--- config.mk ---
export PLATFORM = sky130hd
export DESIGN_NAME = nts_rx_aligner
export DESIGN_NICKNAME = d
export VERILOG_FILES = /design/src/verilog/nts_dispatch_pkg.sv /design/src/verilog/nts_rx_aligner.sv
export SDC_FILE = /design/constraint.sdc
export NUM_CORES = 1
export LEC_CHECK = 0
export ABC_AREA = 1
export BUFFER_PORTS_ARGS = -buffer_cell sky130_fd_sc_hd__buf_4
export CAP_MARGIN = 25
export CORE_MARGIN = 4
export CORE_UTILIZATION = 56
export CTS_CLUSTER_SIZE = 16
export DETAILED_ROUTE_END_ITERATION = 12
export PLACE_DENSITY_LB_ADDON = 0.08
export SLEW_MARGIN = 20
export SYNTH_ARGS = -nofsm -noshare
export SYNTH_HDL_FRONTEND = slang
export SYNTH_SLANG_ARGS = --single-unit
--- constraint.sdc ---
create_clock -name i_clk -period 6.6 [get_ports i_clk]
set_input_delay 1.32 -clock i_clk [delete_from_list [all_inputs] [get_ports i_clk]]
set_output_delay 1.32 -clock i_clk [all_outputs]
set_load 0.03 [all_outputs]
--- src/verilog/nts_dispatch_pkg.sv ---
// Shared types, buffer states, register map and core identity for the NTS dispatcher; import where needed
package nts_dispatch_pkg;

  typedef logic [63:0] word_t;        // MAC and frame word
  typedef logic [7:0]  byte_valid_t;  // One bit per byte lane
  typedef logic [11:0] apb_addr_t;
  typedef logic [31:0] apb_data_t;
  typedef logic [63:0] counter_t;
  typedef logic [3:0]  byte_count_t;  // 0 to 8

  // Raw receive beat from the MAC
  typedef struct packed {
    byte_valid_t data_valid;
    word_t       data;
    logic        good_frame;
    logic        bad_frame;
  } mac_rx_t;

  // Beat after start detection and last word alignment
  typedef struct packed {
    logic        sof;
    byte_valid_t data_valid;
    word_t       data;
    logic        good_frame;
    logic        bad_frame;
    byte_count_t bytes;
  } rx_beat_t;

  typedef struct packed {
    logic      psel;
    logic      penable;
    logic      pwrite;
    apb_addr_t paddr;
    apb_data_t pwdata;
  } apb_req_t;

  typedef struct packed {
    logic dispatched;  // Read-out accepted
    logic overflow;    // Frame too long for buffer
  } disp_events_t;

  typedef enum logic [2:0] {
    EMPTY, HAS_DATA, RECEIVED, OUT_READY, OUT_START, OUT_DATA, OUT_LAST, OUT_DONE
  } buf_state_t;

  // ------------------------------------------------
  // Register map
  // ------------------------------------------------
  localparam apb_addr_t ADDR_NAME0           = 12'h000;
  localparam apb_addr_t ADDR_NAME1           = 12'h001;
  localparam apb_addr_t ADDR_VERSION         = 12'h002;
  localparam apb_addr_t ADDR_BYTES_RX_MSB    = 12'h00a;
  localparam apb_addr_t ADDR_BYTES_RX_LSB    = 12'h00b;
  localparam apb_addr_t ADDR_FRAMES_MSB      = 12'h020;
  localparam apb_addr_t ADDR_FRAMES_LSB      = 12'h021;
  localparam apb_addr_t ADDR_GOOD_MSB        = 12'h022;
  localparam apb_addr_t ADDR_GOOD_LSB        = 12'h023;
  localparam apb_addr_t ADDR_BAD_MSB         = 12'h024;
  localparam apb_addr_t ADDR_BAD_LSB         = 12'h025;
  localparam apb_addr_t ADDR_DISPATCHED_MSB  = 12'h026;
  localparam apb_addr_t ADDR_DISPATCHED_LSB  = 12'h027;
  localparam apb_addr_t ADDR_ERROR_MSB       = 12'h028;
  localparam apb_addr_t ADDR_ERROR_LSB       = 12'h029;

  localparam logic [63:0] CORE_NAME    = 64'h4e54_532d_4449_5350;  // "NTS-DISP"
  localparam apb_data_t   CORE_VERSION = 32'h302e_3032;            // "0.02"

endpackage

--- src/verilog/nts_rx_aligner.sv ---
// Receive front end: registers MAC beats, flags start of frame and left-aligns the last word
module nts_rx_aligner (
  input  logic                       i_clk,
  input  logic                       i_areset,
  input  nts_dispatch_pkg::mac_rx_t  i_mac_rx,
  output nts_dispatch_pkg::rx_beat_t o_beat
);
  import nts_dispatch_pkg::*;

  byte_valid_t prev_valid_q;
  logic        sof;
  word_t       aligned;
  byte_count_t bytes;

  // Idle gap followed by a full beat
  assign sof = (prev_valid_q == '0) && (i_mac_rx.data_valid == '1);

  // ------------------------------------------------
  // Last word alignment
  // ------------------------------------------------
  always_comb
  begin
    aligned = i_mac_rx.data;  // Odd masks pass as they are
    bytes   = '0;
    if (i_mac_rx.data_valid == '0)
    begin
      aligned = '0;
    end
    // Low-aligned masks of k bytes move to the top lanes
    for (int k = 1; k <= 8; k++)
    begin
      if (i_mac_rx.data_valid == byte_valid_t'(8'hff >> (8 - k)))
      begin
        bytes   = byte_count_t'(k);
        aligned = i_mac_rx.data << (8 * (8 - k));
      end
    end
  end

  always_ff @(posedge i_clk or posedge i_areset)
  begin
    if (i_areset)
    begin
      prev_valid_q <= '1;  // Must not look like an idle gap
      o_beat       <= '0;
    end
    else
    begin
      prev_valid_q <= i_mac_rx.data_valid;
      o_beat       <= '{sof:        sof,
                        data_valid: i_mac_rx.data_valid,
                        data:       aligned,
                        good_frame: i_mac_rx.good_frame,
                        bad_frame:  i_mac_rx.bad_frame,
                        bytes:      bytes};
    end
  end

endmodule
After elaboration in Yosys (flattened, before gate mapping) --
Cells that the tools add are included.
Word-level totals: word-level logic and storage cells 35, bits in registers 87
Cells by class: muxes and demuxes 17, reduce and logical (&&, ||, !) cells 3, eq/ne operators 8
Operator list (number):
- 64-bit two-way mux | 9
- 8-bit logical NOT | 2
- 4-bit two-way mux | 4
- 8-bit by 1-bit == test with 1-bit output (second input constant) | 1
- 8-bit by 2-bit == test with 1-bit output (second input constant) | 1
- 8-bit by 3-bit == test with 1-bit output (second input constant) | 1
- 8-bit by 4-bit == test with 1-bit output (second input constant) | 1
- 8-bit by 5-bit == test with 1-bit output (second input constant) | 1
- 8-bit by 6-bit == test with 1-bit output (second input constant) | 1
- 8-bit by 7-bit == test with 1-bit output (second input constant) | 1
- 8-bit == test (second input constant) | 1
- 2-bit two-way mux | 2
- 3-bit two-way mux | 1
- 1-bit logical AND | 1
- 1-bit two-way mux | 1

Depth between registers and ports, before layout --
depth after elaboration 10, depth in mapped cells 12

Worst setup path before layout --
OpenSTA, ideal clock, no wires.
path kind input port to flip-flop, from in i_mac_rx[71] in the netlist's numbering, to reg o_beat[54] in the netlist's numbering, arrival time 2461 ps, stages on the path 10, setup slack 4021 ps, path buffers 2, path through buf_2 -> nor2_1 -> nand2_2 -> nor2_1 -> nand2_1 -> buf_2 -> o21ai_0 -> o21ai_1 -> nand3_1 -> nand2_1
On the way: longest elaborated chain between the ends 10, elaborated cells on any way between the ends 18
RTL lines:
- start: declaration | RTL line nts_rx_aligner.sv:5 | input nts_dispatch_pkg::mac_rx_t i_mac_rx,
- 8-bit logical NOT | RTL line nts_rx_aligner.sv:25 | if (i_mac_rx.data_valid == '0)
- 64-bit two-way mux | RTL line nts_rx_aligner.sv:25
- 64-bit two-way mux (7 in series) | RTL line nts_rx_aligner.sv:32 | if (i_mac_rx.data_valid == byte_valid_t'(8'hff >> (8 - k)))
- 64-bit two-way mux (*) | RTL line nts_rx_aligner.sv:32
- net aligned[48] | RTL line nts_rx_aligner.sv:12 | word_t aligned;
- end signal: assignment | RTL line nts_rx_aligner.sv:50 | o_beat <= '{sof: sof,
- end: declaration | RTL line nts_rx_aligner.sv:6 | output nts_dispatch_pkg::rx_beat_t o_beat
The timed path passes the listed nets; every way through them passes the cells marked *.

Final worst setup path --
from in i_mac_rx[71] in the netlist's numbering, to reg o_beat[59] in the netlist's numbering
The elaborated chain is that of the path after synthesis.

==> out/metrics.cfg <==
[layout]
final_nets=918
syn_to_final_growth_pct=28.8
fin_area_um2=6370
num_antenna_cells=0
nFillCells=721
drive_gt1_share_pct=23.4

[clock_network]
cts_inserted_buffers=9
clockRootBuffer=clkbuf_8
clkSlewWorstSetupHoldPaths_ns=0.09
htreeDepth=3
cts_buffer_depth=2
clock_sinks=87
ctsResizeCount=0
cts_tree=built
cts_hold_buf=0
worstSkewPairLatency_ns=0.36
postCtsSetupBuffers=0

[setup_path]
setup.worst_path.class=primary input to register
worstPathMaxFanout=22
crit_top_cell=nor2_1
start_kind=primary input
worst_setup_path_end_kind=register
reg2reg_depth=3
worstPathArrival_ns=3.95
cpPeakStageDelay_ns=0.82
cp_num_buf_inv=2
crit_family=simple AND/OR/NAND/NOR gates
crit_slowest_cell=nor2_1
cp_num_cells=11
required_ns=6.84
crit_path_cell_trace=buf_4 -> nor2_1 -> nand2_2 -> inv_2 -> nand2_1 -> nor2_1 -> nand2_1 -> nand2_1 -> nor2_1 -> nor2_1 -> o21ai_1

[synthesis]
synth_common_cells=204 x nand2_1, 82 x nor2_1, 79 x dfrtp_1, 78 x inv_1
synth-edff-count=0
synth_xor_area_share_pct=0
yosysMostFrequentCell=nand2_1
yosysWarnings=0
async_reset_ff_share_pct=100
syn_avg_cell_area_um2=7.00
synth_area_um2=4950
synth_compound_area_share_pct=14.8
yosysTopAreaCell=dfrtp_1
yosys.cell_types.count=31
ys_seq_area_share_pct=44.2
synth_top_area_share_pct=39.9
synth_top_family_by_area=simple AND/OR/NAND/NOR gates
synth_ff_type=dfrtp_1
synthTopCellsByArea=dfrtp_1 40%, nand2_1 15%, nor2_1 6.2%
synth_adder_area_share_pct=0
synth_nets=783
synth_mux_area_share_pct=0
synthSimpleGateAreaFrac_pct=31.2
syn_inst=707
ys_seq_elements=87

[placed_design]
port_buffers=154
dpl.hpwl_um=11600
dpl_cell_area_um2=6110
routabilityCongestion=0.970

[timing]
max_slew_margin_pct=31.7
drv_slew=0
setup_viol=0
fin_crit_ns=3.71
hold_slack_ns=0.677
max_freq_mhz=269
tns_ns=0
skew_ns=0.00700
fin_crit_sh_pct=56.3
worstMarginPinSlew_ns=1.02
hold_viol_final=0
rsz0062_at_grt=false

[detailed_routing]
post_drt_via_cell_ratio=5.91
first_iter_violations=695
dr.pass1.iters=8
postRouteAntennaNets=0
detail_route.wl_per_cell_um=18.3
wl_um=17500
vias=5645
drc=0

[pwr]
fin_total_pwr_uw=1280
powerDensity_nw_per_um2=201
p_leak_uw=0.00336
ir_drop_mv=0.133

[die]
dieHeight_um=102
die_area_um2=10400
coreArea_um2=8680
std_cell_rows=34
initial_core_util_pct=57.0
die_w_um=102
io_pins=155

[global_route]
antenna_found_initial=0
grt_pass1_wl_um=26900
grt_pass1_vias=5336
grt_overflow_total=0
grt.total_usage_pct=33.5
grt_max_degree=88

[job]
drv_cap=0

[worst_hold_path]
hold_class=register to register
worstHoldPathCells=3

[status]
status=finished, final reports clean

[per-stage QoR]
step | instances | util, % | setup WS [ns]
global route | 955 | 73.4 | 2.83
floorplan | 707 | - | 3.04
detailed placement | 937 | 70.4 | 2.40
global placement | 937 | 70.4 | 2.56
CTS | 953 | 73.1 | 2.79
finish | 955 | 73.4 | 2.89
[cell families after synthesis]
group	Yosys count
and+or+nand+nor	368
DFF	87
buffers and inverters	120
AOI/OAI and AO/OA	132
[cell usage in the layout, fill, tap and decap left out, drive strengths merged]
cell and n:
buf 162, o2111ai 1, nand3b 8, nand2 205
a21oi 27, or2 5, clkinv 3, nand3 59
bufinv 3, clkbuf 11, dfrtp 79, nand4 3
dfstp 8, o21ai 64, o22ai 27, nor2 83
clkinvlp 1, nor3 3, nor4 2, inv 80
a211oi 8, o211ai 5
[worst reg2reg max path: stages, from the launching register on]
cell     delay [ns]
dfstp_2        0.37
nor4_1         0.27
nand2_1        0.08
nor2_1         0.10
[state kept, by name (all words and copies together), names as in the netlist]
name          flops
o_beat           79
prev_valid_q      8
[routing by layer]
| metal | share of wire, % | track usage (%) | up-vias |
|---|---|---|---|
| met5 | 0 | 0 | - |
| met4 | 3.5 | 14.6 | 0 |
| met3 | 13 | 8.19 | 66 |
| met2 | 46 | 51.1 | 452 |
| met1 | 37 | 45.5 | 2585 |
| li1 | - | - | 2542 |
[power breakdown]
| part | leakage (uW) | internal, uW | switching (uW) |
|---|---|---|---|
| sequential | 0.00102 | 565 | 10.1 |
| combinational | 0.00223 | 89.9 | 159 |
| clock | 0.000114 | 253 | 201 |
| total | 0.00336 | 908 | 371 |
[layout make-up]
| type | count | area, um^2 | share of cell area (%) |
|---|---|---|---|
| repair buffers | 162 | 1230 | 19.3 |
| clock inverters | 5 | 106 | 1.67 |
| multi-input cells | 500 | 2270 | 35.6 |
| flip-flops and latches | 87 | 2190 | 34.3 |
| well taps | 108 | 135 | 2.12 |
| clock buffers | 11 | 131 | 2.06 |
| inverters | 82 | 310 | 4.87 |
[final timing paths]
kind	start	slack, ns	endpoint
max	i_mac_rx[71]	2.89	o_beat[59]
min	prev_valid_q[6]	0.68	o_beat[78]
max reg2reg	prev_valid_q[1]	5.69	o_beat[78]
min reg2reg	prev_valid_q[6]	0.68	o_beat[78]
max in group asynchronous	i_areset	4.91	o_beat[19]
min in group asynchronous	i_areset	1.16	o_beat[4]
Power figures use the tool's default switching activity.
