--- config.mk ---
export PLATFORM = sky130hd
export DESIGN_NAME = nts_dispatch_regs
export DESIGN_NICKNAME = d
export VERILOG_FILES = /design/src/verilog/nts_dispatch_pkg.sv /design/src/verilog/nts_dispatch_regs.sv
export SDC_FILE = /design/constraint.sdc
export NUM_CORES = 1
export LEC_CHECK = 0
export BUFFER_PORTS_ARGS = -buffer_cell sky130_fd_sc_hd__buf_2
export CORE_MARGIN = 2
export CORE_UTILIZATION = 50
export DETAILED_ROUTE_END_ITERATION = 7
export PLACE_DENSITY_LB_ADDON = 0.2
export SLEW_MARGIN = 20
export SYNTH_ARGS = -nofsm -noshare
export SYNTH_HDL_FRONTEND = slang
export SYNTH_SLANG_ARGS = --single-unit
--- constraint.sdc ---
create_clock -name i_clk -period 23 [get_ports i_clk]
set_input_delay 4.6 -clock i_clk [delete_from_list [all_inputs] [get_ports i_clk]]
set_output_delay 4.6 -clock i_clk [all_outputs]
set_load 0.02 [all_outputs]
--- src/verilog/nts_dispatch_pkg.sv ---
// Shared types, buffer states, register map and core identity for the NTS dispatcher; import where needed
package nts_dispatch_pkg;

  typedef logic [63:0] word_t;        // MAC and frame word
  typedef logic [7:0]  byte_valid_t;  // One bit per byte lane
  typedef logic [11:0] apb_addr_t;
  typedef logic [31:0] apb_data_t;
  typedef logic [63:0] counter_t;
  typedef logic [3:0]  byte_count_t;  // 0 to 8

  // Raw receive beat from the MAC
  typedef struct packed {
    byte_valid_t data_valid;
    word_t       data;
    logic        good_frame;
    logic        bad_frame;
  } mac_rx_t;

  // Beat after start detection and last word alignment
  typedef struct packed {
    logic        sof;
    byte_valid_t data_valid;
    word_t       data;
    logic        good_frame;
    logic        bad_frame;
    byte_count_t bytes;
  } rx_beat_t;

  typedef struct packed {
    logic      psel;
    logic      penable;
    logic      pwrite;
    apb_addr_t paddr;
    apb_data_t pwdata;
  } apb_req_t;

  typedef struct packed {
    logic dispatched;  // Read-out accepted
    logic overflow;    // Frame too long for buffer
  } disp_events_t;

  typedef enum logic [2:0] {
    EMPTY, HAS_DATA, RECEIVED, OUT_READY, OUT_START, OUT_DATA, OUT_LAST, OUT_DONE
  } buf_state_t;

  // ------------------------------------------------
  // Register map
  // ------------------------------------------------
  localparam apb_addr_t ADDR_NAME0           = 12'h000;
  localparam apb_addr_t ADDR_NAME1           = 12'h001;
  localparam apb_addr_t ADDR_VERSION         = 12'h002;
  localparam apb_addr_t ADDR_BYTES_RX_MSB    = 12'h00a;
  localparam apb_addr_t ADDR_BYTES_RX_LSB    = 12'h00b;
  localparam apb_addr_t ADDR_FRAMES_MSB      = 12'h020;
  localparam apb_addr_t ADDR_FRAMES_LSB      = 12'h021;
  localparam apb_addr_t ADDR_GOOD_MSB        = 12'h022;
  localparam apb_addr_t ADDR_GOOD_LSB        = 12'h023;
  localparam apb_addr_t ADDR_BAD_MSB         = 12'h024;
  localparam apb_addr_t ADDR_BAD_LSB         = 12'h025;
  localparam apb_addr_t ADDR_DISPATCHED_MSB  = 12'h026;
  localparam apb_addr_t ADDR_DISPATCHED_LSB  = 12'h027;
  localparam apb_addr_t ADDR_ERROR_MSB       = 12'h028;
  localparam apb_addr_t ADDR_ERROR_LSB       = 12'h029;

  localparam logic [63:0] CORE_NAME    = 64'h4e54_532d_4449_5350;  // "NTS-DISP"
  localparam apb_data_t   CORE_VERSION = 32'h302e_3032;            // "0.02"

endpackage

--- src/verilog/nts_dispatch_regs.sv ---
// APB register block with core identity and 64-bit event counters read as MSB then LSB snapshot
module nts_dispatch_regs (
  input  logic                           i_clk,
  input  logic                           i_areset,
  input  nts_dispatch_pkg::apb_req_t     i_apb,
  input  nts_dispatch_pkg::rx_beat_t     i_beat,
  input  nts_dispatch_pkg::disp_events_t i_events,
  output nts_dispatch_pkg::apb_data_t    o_prdata,
  output logic                           o_pready
);
  import nts_dispatch_pkg::*;

  localparam int NUM_COUNTERS = 6;

  // Counter order: frames, good, bad, dispatched, error, received bytes
  localparam apb_addr_t MSB_ADDR [NUM_COUNTERS] = '{
    ADDR_FRAMES_MSB, ADDR_GOOD_MSB, ADDR_BAD_MSB,
    ADDR_DISPATCHED_MSB, ADDR_ERROR_MSB, ADDR_BYTES_RX_MSB
  };
  localparam apb_addr_t LSB_ADDR [NUM_COUNTERS] = '{
    ADDR_FRAMES_LSB, ADDR_GOOD_LSB, ADDR_BAD_LSB,
    ADDR_DISPATCHED_LSB, ADDR_ERROR_LSB, ADDR_BYTES_RX_LSB
  };

  counter_t                count_q [NUM_COUNTERS];
  counter_t                step    [NUM_COUNTERS];
  apb_data_t               snap_q  [NUM_COUNTERS];
  logic [NUM_COUNTERS-1:0] snap_en;
  logic                    rd_access;

  assign o_pready  = i_apb.psel && i_apb.penable;  // Zero wait states
  assign rd_access = o_pready && !i_apb.pwrite;

  always_comb
  begin
    step[0] = counter_t'(i_beat.sof);
    step[1] = counter_t'(i_beat.good_frame);
    step[2] = counter_t'(i_beat.bad_frame);
    step[3] = counter_t'(i_events.dispatched);
    step[4] = counter_t'(i_events.overflow);
    step[5] = counter_t'(i_beat.bytes);
  end

  // ------------------------------------------------
  // Read decode
  // ------------------------------------------------
  always_comb
  begin
    o_prdata = '0;  // Unmapped reads as zero
    snap_en  = '0;
    if (i_apb.psel && !i_apb.pwrite)
    begin
      case (i_apb.paddr)
        ADDR_NAME0:   o_prdata = CORE_NAME[63:32];
        ADDR_NAME1:   o_prdata = CORE_NAME[31:0];
        ADDR_VERSION: o_prdata = CORE_VERSION;
        default: ;
      endcase
      for (int i = 0; i < NUM_COUNTERS; i++)
      begin
        if (i_apb.paddr == MSB_ADDR[i])
        begin
          o_prdata   = count_q[i][63:32];
          snap_en[i] = rd_access;  // Freeze low half with this read
        end
        if (i_apb.paddr == LSB_ADDR[i])
        begin
          o_prdata = snap_q[i];
        end
      end
    end
  end

  always_ff @(posedge i_clk or posedge i_areset)
  begin
    if (i_areset)
    begin
      for (int i = 0; i < NUM_COUNTERS; i++)
      begin
        count_q[i] <= '0;
        snap_q[i]  <= '0;
      end
    end
    else
    begin
      for (int i = 0; i < NUM_COUNTERS; i++)
      begin
        count_q[i] <= count_q[i] + step[i];
        if (snap_en[i])
        begin
          snap_q[i] <= count_q[i][31:0];
        end
      end
    end
  end

  a_apb_enable_needs_sel: assert property (@(posedge i_clk) disable iff (i_areset)
    i_apb.penable |-> i_apb.psel);

endmodule

After elaboration in Yosys (flattened, before gate mapping)
Index checks and enable logic that the tools add are counted.

Register bits: 576. Bits of input ports: 130. Output and inout port bits: 33. Word-level logic and storage cells: 58.

Add/sub/neg operators: 6. Eq/ne operators: 14. Mux-type cells: 21. Reduce and logical (&&, ||, !) cells: 5.

Operator list (count): $mux W32 (13); $add A64 B1 Y64 (5); $eq A12 B6 Y1 const B (10); $pmux W31 S3 (1); $add A64 B4 Y64 (1); $eq A12 B4 Y1 const B (2); $eq A12 B1 Y1 const B (1); $eq A12 B2 Y1 const B (1); $logic_not A12 Y1 (1); $mux W1 (6); $mux W6 (1); $logic_and A1 B1 Y1 (3); $logic_not A1 Y1 (1).

Depth between registers and ports, before layout
Word-level depth: 15. Mapped depth: 11. Gate-level depth less buffers: 10.

Least setup slack after synthesis
OpenSTA, ideal clock, no wires.

Kind: input to output. Start: input port i_apb[41] (netlist bit). End: output port o_prdata[13]. Data arrival time: 6.775 ns. Required time: 18.400 ns. Slack: 11.625 ns. Stages on the path: 8. Path buffers: 2. Path through: or4_4 -> nor2_1 -> buf_4 -> nand2_2 -> nor3_4 -> buf_4 -> a221oi_1 -> a211oi_1.

Cells in the longest elaborated chain, start to end: 15.

Ends and longest elaborated chain: from (decl) (RTL line nts_dispatch_regs.sv:5) `input nts_dispatch_pkg::apb_req_t i_apb,`; $eq A12 B2 Y1 (tied with other cells) (RTL line nts_dispatch_regs.sv:53) `case (i_apb.paddr)`; $pmux W31 S3 (RTL line nts_dispatch_regs.sv:53); $mux W32 (RTL line nts_dispatch_regs.sv:61) `if (i_apb.paddr == MSB_ADDR[i])`; $mux W32 (RTL line nts_dispatch_regs.sv:66) `if (i_apb.paddr == LSB_ADDR[i])`; $mux W32 (RTL line nts_dispatch_regs.sv:61); $mux W32 (RTL line nts_dispatch_regs.sv:66); $mux W32 (RTL line nts_dispatch_regs.sv:61); $mux W32 (RTL line nts_dispatch_regs.sv:66); $mux W32 (RTL line nts_dispatch_regs.sv:61); $mux W32 (RTL line nts_dispatch_regs.sv:66); $mux W32 (RTL line nts_dispatch_regs.sv:61); $mux W32 (RTL line nts_dispatch_regs.sv:66); $mux W32 (RTL line nts_dispatch_regs.sv:61); $mux W32 (*) (RTL line nts_dispatch_regs.sv:66); $mux W32 (*) (RTL line nts_dispatch_regs.sv:51) `if (i_apb.psel && !i_apb.pwrite)`; to (decl) (RTL line nts_dispatch_regs.sv:8) `output nts_dispatch_pkg::apb_data_t o_prdata,`.

Mark *: on every way between the ends. The rest lies on a longest branch, timed or not.

Worst setup path in the final report
Start: input port i_apb[32] (netlist bit). End: output port o_prdata[1].

The elaborated chain is that of the path after synthesis.

==> flow_summary_export.csv <==
group,metric,value,unit
route,post_drt_wl_per_cell,26.1,um
run,max-cap-violations,0,
critical_path,critPathMaxStageDelay,0.85,ns
synth,syn_inst,2614,
timing,finClkSkew,0.0341,ns
floorplan,die-area,0.0579,sq mm
layout,areaGrowthSynthToFinish,10.6,%
clock_network,cts_tree,"built",
timing,hold_ws,0.472,ns
route,drc,0,
floorplan,pin_count,163,
synth,syn_avg_cell_area,10.7,sq um
clock_network,postCtsHoldBufs,0,
clock_network,htreeDepth,2,
floorplan,initial_core_util,50.7,%
layout,fin_area,0.0310,sq mm
synth,ys.flop_type,"dfrtp_1",
status,status,"finished, final reports clean",
critical_path,cp.arrival,8.80,ns
synth,yosysUniqueCellTypes,78,
place,place_congestion,1.02,
clock_network,clockBufferDepth,3,
synth,synthXorXnorAreaFrac,11.6,%
synth,syn_nets,2759,
floorplan,die_w,241,um
route,via_per_inst,6.27,
critical_path,cpLargestDelayFamily,"simple AND/OR/NAND/NOR gates",
floorplan,rows,86,
synth,yosys_warnings,0,
timing,finalSetupTns,0,ns
critical_path,path_cells,"buf_2 > buf_4 > nor2b_1 > nand4_1 > inv_1 > o21ai_0 > o21ai_0 > nor2_1 > nor4_1 > buf_2",
clock_network,clkSlewWorstSetupHoldPaths,0.06,ns
global_routing,overflow,0,
layout,drive_above_1_share,15.0,%
timing,hold_violations,0,
power,peakVddDrop,60.4,uV
synth,synth_seq_cells,576,
place,hpwl,65900,um
critical_path,cp_slowest_cell,"nor2b_1",
synth,synth_compound_area_share,9.07,%
place,numPortBuffers,58,
global_routing,grt_use_total,31.5,%
synth,seq_area_frac_synth,51.5,%
global_routing,grt_max_degree,151,
critical_path,critical_path.max_fanout,50,
global_routing,antenna_found_initial,6,
timing,max_clock_freq,74.6,MHz
route,ant_nets,0,
critical_path,critPathKind,"in2out",
timing,timing.final.max_slew_violations,0,
timing,grt_setup_unrepaired,"no",
clock_network,cts.sinks,576,
synth,synthAdderAreaFrac,0.697,%
synth,async_flop_share,100,%
synth,synthSimpleGateAreaFrac,17.1,%
timing,tightestPinTransition,1.12,ns
floorplan,die_y,241,um
synth,synthMuxAreaShare,7.78,%
route,firstDrtPassIters,6,
clock_network,numCtsBuffers,59,
global_routing,grt_pass1_wl,136000,um
critical_path,path_buf_inv,4,
power,powerDensity,70.2,mW/mm^2
critical_path,start_kind,"input pin",
floorplan,core,0.0552,sq mm
route,drtIter0Drc,2486,
worst_hold_path,hold_class,"reg2reg",
synth,synth_area,0.0280,sq mm
place,dpl_cell_area,0.0290,sq mm
synth,synth_top_family_by_area,"simple AND/OR/NAND/NOR gates",
global_routing,grt_pass1_vias,21100,
clock_network,clk_latency,0.63,ns
clock_network,cts_setup_buffers,0,
power,leakage,13.9,nW
layout,final.fill_count,4742,
clock_network,cts_root_buffer,"clkbuf_16",
synth,synth_edf_count,0,
timing,fin_crit,13.40,ns
timing,setup_violations,0,
route,vias,21600,
critical_path,cp-end-kind,"output port",
timing,slew_headroom,24.8,%
clock_network,post_cts_resized,0,
layout,fin_nets,2799,
critical_path,required,18.40,ns
timing,fin_crit_sh,58.3,%
route,routed_wl,89800,um
sequential cells by signal, summed over array words and instances, names as in the netlist:
signal / cells
count_q: 384
snap_q: 192
layer usage:
metal | track usage, % | share of wire [%] | vias up
met4 | 13.6 | 4.7 | 10
li1 | - | - | 9421
met1 | 45.5 | 43 | 11000
met3 | 7.03 | 9.1 | 211
met5 | 0 | 0.059 | -
met2 | 45.8 | 43 | 976
where the power goes:
part,internal [mW],leakage (nW),switching [mW]
combinational,0.0477,5.09,0.0815
clock,0.549,0.948,0.403
sequential,1.05,7.89,0.0419
placed cells by master, fill, tap and decap left out, types with 8 or more instances in the layout:
cell type  Yosys  final
clkbuf_1      69     12
and4_1        37     37
or2_2          7      8
nor2b_1       20     19
inv_1         35     34
dfrtp_1      576    576
a22oi_1       31     31
a31oi_1       14     14
clkbuf_16      0     60
ha_1          14     14
a21oi_1      101    101
nand3_1      147    147
xnor2_1      284    284
nor2_1       156    153
clkbuf_8       0     16
o22ai_1       37     37
buf_2         34     58
a211oi_1      14     14
xor2_1        88     88
o21ai_0       80     80
clkinv_2       0      9
or3_1          8      8
nor4_1         9      8
buf_4          7     33
nor3_1        42     42
and2_1        34     34
nand2_1      219    219
nand2b_1      14     14
mux2_2       183    183
nand4_1      105    105
and3_1        87     87
a221oi_1      21     21
o221ai_1      18     18
Yosys cell counts, drive strengths merged, types with 21 or more instances:
library cell	instances	area share, %
nor3	50	1.2
clkbuf	69	0.92
and3	87	1.9
a221oi	21	0.66
and2	36	0.80
inv	35	0.47
nor2	158	2.1
a22oi	31	0.83
mux2	190	7.6
xor2	88	2.8
xnor2	284	8.9
o22ai	37	0.83
nand4	105	2.3
nand2	220	3.0
and4	37	1.2
o21ai	81	1.4
dfrtp	576	51
a21oi	101	1.8
nand3	148	2.7
buf	46	0.86
logic make-up (layout without fill, tap and decap cells):
kind of cell,Yosys count,in the layout
flip-flops,576,576
adder cells (fa/ha/maj),15,15
other,0,1
AND/OR/NAND/NOR,920,920
multiplexers,194,194
XOR/XNOR,372,372
buffers and inverters,150,231
AO/OA/AOI/OAI,387,387
cell type report:
| type | count | area (sq um) | share of cell area (%) |
|---|---|---|---|
| inverters | 35 | 139 | 0.448 |
| well taps | 748 | 936 | 3.02 |
| clock inverters | 14 | 139 | 0.448 |
| repair buffers | 94 | 589 | 1.90 |
| multi-input cells | 1888 | 13000 | 41.9 |
| clock buffers | 88 | 1770 | 5.70 |
| diodes | 1 | 2.50 | 0.00808 |
| flip-flops and latches | 576 | 14400 | 46.5 |
final timing paths:
path                            slack (ns)  cells past startpoint   startpoint      endpoint
max in group asynchronous            16.61                      4     i_areset   count_q[79]
worst max-delay path                  9.60                     10    i_apb[32]   o_prdata[1]
worst max register to register       20.19                      8   count_q[2]   count_q[39]
worst min register to register        0.47                      1  count_q[63]   count_q[63]
min in group asynchronous             4.20                      2     i_areset  count_q[276]
worst min-delay path                  0.47                      1  count_q[63]   count_q[63]
stage by stage:
stage | total power, mW | setup slack (ns) | instances | util, %
final | 2.18 | 9.60 | 3444 | 56.1
after global routing | 2.26 | 9.58 | 3443 | 56.1
after CTS | 2.19 | 9.89 | 3442 | 56.1
after detailed placement | 1.24 | 9.91 | 3340 | 52.6
after global placement | 1.23 | 9.90 | 3340 | 52.6
after floorplan | 1.19 | 2.29 | 2614 | -
Power figures use the tool's default switching activity.
