$ cat config.mk
export PLATFORM = sky130hd
export DESIGN_NAME = nts_buffer_ctrl
export DESIGN_NICKNAME = d
export VERILOG_FILES = /design/src/verilog/nts_dispatch_pkg.sv /design/src/verilog/nts_buffer_ctrl.sv
export SDC_FILE = /design/constraint.sdc
export NUM_CORES = 1
export LEC_CHECK = 0
export BUFFER_PORTS_ARGS = -buffer_cell sky130_fd_sc_hd__buf_2
export CORE_AREA = 2 2 171 173
export CTS_CLUSTER_SIZE = 8
export DETAILED_ROUTE_END_ITERATION = 16
export DIE_AREA = 0 0 173 175
export PLACE_DENSITY = 0.51
export SKIP_CTS_REPAIR_TIMING = 1
export SYNTH_ARGS = -nofsm -noshare
export SYNTH_HDL_FRONTEND = slang
export SYNTH_SLANG_ARGS = --single-unit
$ cat constraint.sdc
create_clock -name i_clk -period 4.7 [get_ports i_clk]
set_input_delay 0.235 -clock i_clk [delete_from_list [all_inputs] [get_ports i_clk]]
set_output_delay 0.235 -clock i_clk [all_outputs]
set_load 0.005 [all_outputs]
$ cat src/verilog/nts_dispatch_pkg.sv
// Shared types, buffer states, register map and core identity for the NTS dispatcher; import where needed
package nts_dispatch_pkg;

  typedef logic [63:0] word_t;        // MAC and frame word
  typedef logic [7:0]  byte_valid_t;  // One bit per byte lane
  typedef logic [11:0] apb_addr_t;
  typedef logic [31:0] apb_data_t;
  typedef logic [63:0] counter_t;
  typedef logic [3:0]  byte_count_t;  // 0 to 8

  // Raw receive beat from the MAC
  typedef struct packed {
    byte_valid_t data_valid;
    word_t       data;
    logic        good_frame;
    logic        bad_frame;
  } mac_rx_t;

  // Beat after start detection and last word alignment
  typedef struct packed {
    logic        sof;
    byte_valid_t data_valid;
    word_t       data;
    logic        good_frame;
    logic        bad_frame;
    byte_count_t bytes;
  } rx_beat_t;

  typedef struct packed {
    logic      psel;
    logic      penable;
    logic      pwrite;
    apb_addr_t paddr;
    apb_data_t pwdata;
  } apb_req_t;

  typedef struct packed {
    logic dispatched;  // Read-out accepted
    logic overflow;    // Frame too long for buffer
  } disp_events_t;

  typedef enum logic [2:0] {
    EMPTY, HAS_DATA, RECEIVED, OUT_READY, OUT_START, OUT_DATA, OUT_LAST, OUT_DONE
  } buf_state_t;

  // ------------------------------------------------
  // Register map
  // ------------------------------------------------
  localparam apb_addr_t ADDR_NAME0           = 12'h000;
  localparam apb_addr_t ADDR_NAME1           = 12'h001;
  localparam apb_addr_t ADDR_VERSION         = 12'h002;
  localparam apb_addr_t ADDR_BYTES_RX_MSB    = 12'h00a;
  localparam apb_addr_t ADDR_BYTES_RX_LSB    = 12'h00b;
  localparam apb_addr_t ADDR_FRAMES_MSB      = 12'h020;
  localparam apb_addr_t ADDR_FRAMES_LSB      = 12'h021;
  localparam apb_addr_t ADDR_GOOD_MSB        = 12'h022;
  localparam apb_addr_t ADDR_GOOD_LSB        = 12'h023;
  localparam apb_addr_t ADDR_BAD_MSB         = 12'h024;
  localparam apb_addr_t ADDR_BAD_LSB         = 12'h025;
  localparam apb_addr_t ADDR_DISPATCHED_MSB  = 12'h026;
  localparam apb_addr_t ADDR_DISPATCHED_LSB  = 12'h027;
  localparam apb_addr_t ADDR_ERROR_MSB       = 12'h028;
  localparam apb_addr_t ADDR_ERROR_LSB       = 12'h029;

  localparam logic [63:0] CORE_NAME    = 64'h4e54_532d_4449_5350;  // "NTS-DISP"
  localparam apb_data_t   CORE_VERSION = 32'h302e_3032;            // "0.02"

endpackage

$ cat src/verilog/nts_buffer_ctrl.sv
// Ping-pong controller for the two frame RAMs that stores received frames and streams one out
module nts_buffer_ctrl #(
  parameter int ADDR_WIDTH = 8
) (
  input  logic                           i_clk,
  input  logic                           i_areset,
  input  nts_dispatch_pkg::rx_beat_t     i_beat,
  input  logic                           i_fifo_rd_start,
  input  logic                           i_packet_discard,
  input  nts_dispatch_pkg::word_t        i_ram_rdata0,
  input  nts_dispatch_pkg::word_t        i_ram_rdata1,
  output logic [ADDR_WIDTH-1:0]          o_ram_addr0,
  output logic [ADDR_WIDTH-1:0]          o_ram_addr1,
  output logic                           o_ram_write0,
  output logic                           o_ram_write1,
  output nts_dispatch_pkg::word_t        o_ram_wdata0,
  output nts_dispatch_pkg::word_t        o_ram_wdata1,
  output logic                           o_packet_available,
  output logic [ADDR_WIDTH-1:0]          o_dispatch_counter,
  output nts_dispatch_pkg::byte_valid_t  o_dispatch_data_valid,
  output logic                           o_fifo_empty,
  output logic                           o_fifo_rd_valid,
  output nts_dispatch_pkg::word_t        o_fifo_rd_data,
  output nts_dispatch_pkg::disp_events_t o_events
);
  import nts_dispatch_pkg::*;

  buf_state_t            state_q [2];
  logic [ADDR_WIDTH-1:0] count_q [2];  // Address of last stored word
  byte_valid_t           valid_q [2];  // Mask of last beat
  logic                  cur_q;        // Buffer owned by the receiver
  logic                  rb;           // Buffer owned by the reader

  buf_state_t            rx_state_d;
  buf_state_t            rd_state_d;
  logic [ADDR_WIDTH-1:0] rx_count_d;
  byte_valid_t           rx_valid_d;
  logic                  cur_d;
  logic                  wr_en;
  logic [ADDR_WIDTH-1:0] wr_addr;
  logic                  ovf_pulse;

  logic [ADDR_WIDTH-1:0] raddr_q;
  logic [ADDR_WIDTH-1:0] raddr_d;
  logic                  issuing;
  logic                  start_ok;
  logic                  ram_valid_q;  // RAM output holds a wanted word
  logic                  rd_valid_q;
  logic                  empty_q;
  word_t                 rd_data_q;

  assign rb = ~cur_q;

  // ------------------------------------------------
  // Receive side
  // ------------------------------------------------
  always_comb
  begin
    rx_state_d = state_q[cur_q];
    rx_count_d = count_q[cur_q];
    rx_valid_d = valid_q[cur_q];
    cur_d      = cur_q;
    wr_en      = 1'b0;
    wr_addr    = '0;
    ovf_pulse  = 1'b0;
    case (state_q[cur_q])
      EMPTY:
        if (i_beat.sof && !i_beat.bad_frame)
        begin
          wr_en      = 1'b1;  // First word at address 0
          rx_count_d = '0;
          rx_valid_d = i_beat.good_frame ? i_beat.data_valid : '0;
          rx_state_d = i_beat.good_frame ? RECEIVED : HAS_DATA;
        end
      HAS_DATA:
        if (i_beat.bad_frame)
        begin
          rx_state_d = EMPTY;
          rx_count_d = '0;
        end
        else if (i_beat.data_valid != '0)
        begin
          if (&count_q[cur_q])
          begin
            ovf_pulse  = 1'b1;  // No room for another word
            rx_state_d = EMPTY;
            rx_count_d = '0;
          end
          else
          begin
            wr_en      = 1'b1;
            wr_addr    = count_q[cur_q] + 1'b1;
            rx_count_d = wr_addr;
            if (i_beat.good_frame)
            begin
              rx_valid_d = i_beat.data_valid;
              rx_state_d = RECEIVED;
            end
          end
        end
      RECEIVED:
        if (state_q[rb] == EMPTY)
        begin
          rx_state_d = OUT_READY;  // Hand over to the reader
          cur_d      = ~cur_q;
        end
      default: ;
    endcase
  end

  // ------------------------------------------------
  // Read-out side
  // ------------------------------------------------
  always_comb
  begin
    rd_state_d = state_q[rb];
    raddr_d    = raddr_q;
    start_ok   = 1'b0;
    if (i_packet_discard && state_q[rb] != EMPTY)
    begin
      rd_state_d = EMPTY;
    end
    else
    begin
      case (state_q[rb])
        OUT_READY:
          if (i_fifo_rd_start)
          begin
            start_ok   = 1'b1;
            rd_state_d = OUT_START;
            raddr_d    = '0;
          end
        OUT_START, OUT_DATA:
          if (raddr_q == count_q[rb])
          begin
            rd_state_d = OUT_LAST;
          end
          else
          begin
            rd_state_d = OUT_DATA;
            raddr_d    = raddr_q + 1'b1;
          end
        OUT_LAST: rd_state_d = OUT_DONE;  // Pipeline drains
        default: ;
      endcase
    end
  end

  assign issuing = (state_q[rb] == OUT_START) || (state_q[rb] == OUT_DATA);

  always_ff @(posedge i_clk or posedge i_areset)
  begin
    if (i_areset)
    begin
      for (int i = 0; i < 2; i++)
      begin
        state_q[i] <= EMPTY;
        count_q[i] <= '0;
        valid_q[i] <= '0;
      end
      cur_q       <= 1'b0;
      raddr_q     <= '0;
      ram_valid_q <= 1'b0;
      rd_valid_q  <= 1'b0;
      empty_q     <= 1'b0;
    end
    else
    begin
      state_q[cur_q] <= rx_state_d;
      count_q[cur_q] <= rx_count_d;
      valid_q[cur_q] <= rx_valid_d;
      state_q[rb]    <= rd_state_d;
      cur_q          <= cur_d;
      raddr_q        <= raddr_d;
      ram_valid_q    <= issuing && !i_packet_discard;
      rd_valid_q     <= ram_valid_q && !i_packet_discard;
      if (start_ok)
      begin
        empty_q <= 1'b0;
      end
      else if (state_q[rb] == OUT_DONE || i_packet_discard)
      begin
        empty_q <= 1'b1;  // Held until the next start
      end
    end
  end

  always_ff @(posedge i_clk)
  begin
    if (ram_valid_q)
    begin
      rd_data_q <= rb ? i_ram_rdata1 : i_ram_rdata0;
    end
  end

  // Writer owns one RAM, reader addresses the other
  assign o_ram_write0 = wr_en && !cur_q;
  assign o_ram_write1 = wr_en && cur_q;
  assign o_ram_addr0  = o_ram_write0 ? wr_addr : raddr_q;
  assign o_ram_addr1  = o_ram_write1 ? wr_addr : raddr_q;
  assign o_ram_wdata0 = i_beat.data;
  assign o_ram_wdata1 = i_beat.data;

  assign o_packet_available    = state_q[rb] == OUT_READY;
  assign o_dispatch_counter    = count_q[rb];
  assign o_dispatch_data_valid = valid_q[rb];
  assign o_fifo_empty          = empty_q;
  assign o_fifo_rd_valid       = rd_valid_q;
  assign o_fifo_rd_data        = rd_data_q;
  assign o_events              = '{dispatched: start_ok, overflow: ovf_pulse};

  // Words only stream from a buffer that still holds a frame
  a_no_data_from_empty: assert property (@(posedge i_clk) disable iff (i_areset)
    o_fifo_rd_valid |-> state_q[rb] != EMPTY);

  // Receive states stay with the receiving buffer across swaps
  a_writer_state: assert property (@(posedge i_clk) disable iff (i_areset)
    state_q[cur_q] inside {EMPTY, HAS_DATA, RECEIVED});

endmodule

**Word-level counts from Yosys, hierarchy flattened**

Index checks and enable logic that the tools add are counted.

- Reduce and logical (&&, ||, !) cells: 23
- Magnitude comparators: 4
- Add/sub/neg operators: 2
- Mux-type cells: 75
- Equal/unequal tests: 10
- Bitwise gates (word level): 4

Operator list:

| kind | number |
|---|---|
| two-way mux 8 bit | 30 |
| two-way mux 64 bit | 1 |
| two-way mux 3 bit | 16 |
| one-hot mux 8 bit (2 select lines) | 3 |
| bitwise mux 16 bit | 2 |
| one-hot mux 3 bit (3 select lines) | 2 |
| adder 8 x 1 -> 8 bit (second input constant) | 2 |
| two-way mux 1 bit | 13 |
| bitwise mux 6 bit | 2 |
| equality test 3 bit (second input constant) | 4 |
| demux 8 bit (select 1 bit) | 1 |
| equality test 8 bit | 1 |
| logical AND 1 bit | 8 |
| AND reduction 8 bit | 1 |
| nonzero test 8 bit | 1 |
| demux 3 bit (select 1 bit) | 2 |
| equality test 3 x 2 -> 1 bit (second input constant) | 2 |
| logical NOT 3 bit | 2 |
| >= comparator 2 bit (second input constant) | 2 |
| less-than comparator 2 x 1 -> 1 bit (second input constant) | 2 |
| two-way mux 2 bit | 2 |
| inequality test 2 bit (second input constant) | 2 |
| NOT 1 -> 2 bit | 2 |
| AND reduction 4 bit | 1 |
| other kinds (9) | 14 |

- Register bits: 114
- Output and inout port bits: 231

**Depth between registers and ports, before layout**

- Depth in word-level cells: 11
- Depth in mapped cells: 14
- Mapped depth without buffers: 8

**Worst setup path before layout**

No wires, ideal clock.

- Path type: reg2out
- Start point: reg cur_q
- End point: out o_ram_addr1[3]
- Cell stages (with the launch flop): 14
- Buffers on the path: 6
- Arrival time: 3006 ps
- Path slack: 1459 ps
- Path through: dfrtp_1 buf_6 buf_6 buf_2 buf_1 buf_2 mux2_2 ha_1 nand4b_1 nand2_1 a311oi_2 o21ai_0 buf_2 a22o_1

- Word-level cells in the longest chain between the ends: 11
- Elaborated cells on any way between the ends: 21

RTL lines:

| what | line | text |
|---|---|---|
| from (decl) | nts_buffer_ctrl.sv:31 | `logic cur_q;` |
| from (signal assigned) | nts_buffer_ctrl.sv:173 | `cur_q <= cur_d;` |
| parallel branches: the longest is 10 deep, another holds adder 8 x 1 -> 8 bit | - |  |
| two-way mux 8 bit (*) | nts_buffer_ctrl.sv:200 | `assign o_ram_addr1 = o_ram_write1 ? wr_addr : raddr_q;` |
| to (decl) | nts_buffer_ctrl.sv:13 | `output logic [ADDR_WIDTH-1:0] o_ram_addr1,` |

Mark *: on every way between the ends. The select of a mux whose other input is x is not followed.

**Worst setup path after layout**

- Start point: reg cur_q
- End point: out o_ram_addr1[5]

Same word-level chain as after synthesis.

==> metrics.md <==
| Metric | Value |
|---|---|
| F_max | 269 MHz |
| TritonCTS clock tree | built |
| Skew final | 0.0155 ns |
| Final period util | 79.0% |
| Area post-placement | 7890 µm² |
| Critical Path AT | 3.48 ns |
| Root buffer cell | clkbuf_16 |
| Tmin final | 3.71 ns |
| Synth Instances | 648 |
| Warnings from Yosys | 0 |
| Die Ht | 175 µm |
| Crit path capture type | output port |
| PortBufs | 245 |
| Antenna violations before repair | 3 |
| Layout Nets | 970 |
| Pre-Repair DR Iteration Count | 5 |
| Core area | 28400 µm² |
| Multi-input gate area in the final layout | 2910 µm² |
| Largest net degree at the start of global routing | 66 |
| # DRC | 0 |
| First-pass GRT wire length | 32.5 mm |
| H-tree levels | 4 |
| Final Hold Viols | 0 |
| Slew of the pin with the lowest slew margin | 0.859 ns |
| CTS Sinks | 114 |
| Vias in the first global route | 5174 |
| Pleak | 3.76 nW |
| FILL cells | 3013 |
| Post-DP HPWL | 16.6 mm |
| FP Rows | 62 |
| Slowest stage cell on the critical path | dfrtp_4 |
| RD Place Congestion | 0.786 |
| Synthesized cell area | 7280 µm² |
| Max Used Layer | met5 |
| Reg-to-Reg Start | cur_q |
| CP Max Fanout | 57 |
| CTS Buf Count | 17 |
| Inserted Diodes | 0 |
| Synth Register Bits | 114 |
| Reg clk slew, reported paths | 0.06 ns |
| Io pins | 442 |
| Max-slew violation count | 0 |
| Met3 wire len | 1.80 mm |
| Post-synth EDFFs | 64 |
| Setup crit start kind | register |
| Worst EP required | 4.47 ns |
| Layout cells sized above 1 | 54.2% |
| Crit Path Class | register to output port |
| GR Overflow Total | 0 |
| Main flop type after synthesis | edfxtp_1 |
| Max-cap check violation count | 0 |
| Reg2Reg Depth | 8 |
| Initial core utilization | 25.6% |
| Reg2Reg Setup Slack | 1.43 ns |
| Net Count, Synth | 861 |
| Initial drt markers | 314 |
| Largest stage delay, worst path | 0.87 ns |
| Die Area | 30300 µm² |
| Crit path max-delay family | flip-flops |
| FFs w/ async S/R, synth | 43.9% |
| Wirelength per Cell | 18.9 µm |
| Status | finished clean |
| Hold path startpoint | i_ram_rdata0[22] |
| Worst R2R End | valid_q[10] |
| Worst Path Buf+Inv | 2 |
| Netlist cell types | 66 |
| Met1 Wirelength | 8.62 mm |
| Worst Hold Class | input pin to register |
| Final setup viols | 0 |
| Power Density | 537 nW/µm² |
| Synthesis-to-finish area growth | 16.4% |
| Final core utilization | 29.8% |
| Routed vias | 5231 |
| Post-layout instance area | 8470 µm² |
| Worst-Skew Late Latency | 0.41 ns |
| Cell Chain, Critical Path | mux2_2 -> ha_1 -> nand4_1 -> nand2_1 -> a311oi_2 -> o21ai_0 -> buf_4 -> a22o_1 -> buf_2 |
| Total negative slack | 0 ns |
| DR vias/cell | 4.53 |
| Clk buf depth | 2 |
| Post-DRT Antenna Nets | 0 |
| WL final | 21.8 mm |
| VDD IR max | 0.192 mV |
| Metal2 WL | 10.9 mm |
| Relative slew slack | 42.8% |
| Syn Area/Cell | 11.2 µm² |
| Total GRT Usage | 14.2% |
| Reg area | 3180 µm² |
| RSZ-0062 raised after global routing | false |
| Hold endpoint | o_fifo_rd_data[22] |
| Overall power consumption | 4.55 mW |
| Die Span X | 173 µm |
| Hold Path Depth | 2 |
| Post-synthesis sequential area ratio | 43.6% |
[report_power, final]
group | internal, mW | switching (mW) | leakage, nW
Clock | 0.781 | 0.502 | 0.273
Sequential | 1.29 | 0.268 | 1.23
Combinational | 0.855 | 0.848 | 2.25
[state kept, by name, summed over array words and instances (netlist names)]
signal	count
count_q	16
cur_q	1
valid_q	16
state_q	6
o_fifo_rd_data	64
o_fifo_rd_valid	1
ram_valid_q	1
raddr_q	8
o_fifo_empty	1
[per-layer routing]
metal / up-vias / GRT usage, %
met4: 4 / 5.58
met2: 262 / 24.2
li1: 2450 / -
met5: - / 0
met1: 2461 / 16.8
met3: 54 / 4.24
[how the worst max path moves through the flow]
stage / startpoint / slack [ns] / depth (start not counted) / to
3_3_place_gp: cur_q / 1.41 / 8 / valid_q[12]
4_1_cts: cur_q / 0.96 / 9 / o_ram_addr1[5]
2_1_floorplan: cur_q / 1.46 / 13 / o_ram_addr1[3]
6_report: cur_q / 0.99 / 9 / o_ram_addr1[5]
3_5_place_dp: cur_q / 1.40 / 8 / valid_q[10]
5_1_grt: cur_q / 0.81 / 9 / o_ram_addr1[3]
[Yosys cell counts (6+ instances only)]
master / n / area, µm²
buf_4: 130 / 976
mux2_2: 107 / 1200
edfxtp_1: 64 / 1920
dfrtp_1: 50 / 1250
nand2_1: 39 / 146
o21ai_0: 27 / 135
a21oi_1: 12 / 60.1
clkbuf_1: 12 / 45.0
nand3_1: 12 / 60.1
nor2_1: 12 / 45.0
buf_2: 11 / 55.1
mux2i_1: 11 / 110
xor2_1: 11 / 96.3
a21o_1: 8 / 60.1
a22o_1: 8 / 70.1
a22oi_1: 8 / 60.1
inv_1: 8 / 30.0
o21ai_1: 8 / 40.0
a31oi_1: 6 / 37.5
buf_1: 6 / 22.5
mux2_4: 6 / 90.1
nor4_1: 6 / 37.5
xnor2_1: 6 / 52.6
[worst reg2reg max path: stages, from the launching register on]
cell and delay, ns:
dfrtp_4 0.87, mux2_2 0.32, ha_1 0.26, nand4_1 0.12, nand2_1 0.32, a311o_1 0.63, mux2i_1 0.28, o21ai_1 0.09
mux2_2 0.27
[layout by cell type, fill, tap and decap left out, drive strengths merged, types with 9 or more instances in the layout]
cell type,netlist,layout
xor2,11,11
nor2,13,13
o21ai,35,35
clkbuf,12,19
inv,8,9
dfrtp,50,50
nand3,12,12
mux2,113,113
a21oi,15,15
edfxtp,64,64
buf,152,253
mux2i,11,11
nand2,40,40
[stage by stage]
step	hold WS [ns]	worst slack, ns	cells
after floorplan	0.335	1.46	648
after global placement	0.340	1.41	1121
after detailed placement	0.347	1.40	1121
after CTS	-0.108	0.962	1153
after global routing	0.110	0.810	1154
final	0.133	0.988	1154
[logic make-up (layout without fill, tap and decap cells)]
group | count (synthesis) | after routing | synth area share, %
AOI/OAI and AO/OA | 110 | 110 | 10.4
xor gates and xnor gates | 17 | 17 | 2.05
adders and majority gates | 2 | 2 | 0.344
buffers and inverters | 173 | 295 | 16.4
DFF | 114 | 114 | 43.6
muxes | 124 | 124 | 19.3
and+or+nand+nor | 108 | 108 | 7.86
[area by class of cell]
class	instances	share of cell area, %
Sequential cell	114	37.5
Multi-Input combinational cell	361	34.3
Timing Repair Buffer	254	15.3
Tap cell	384	5.67
Clock buffer	19	5.11
Clock inverter	13	1.63
Inverter	9	0.399
(Power assumes the default switching activity.)
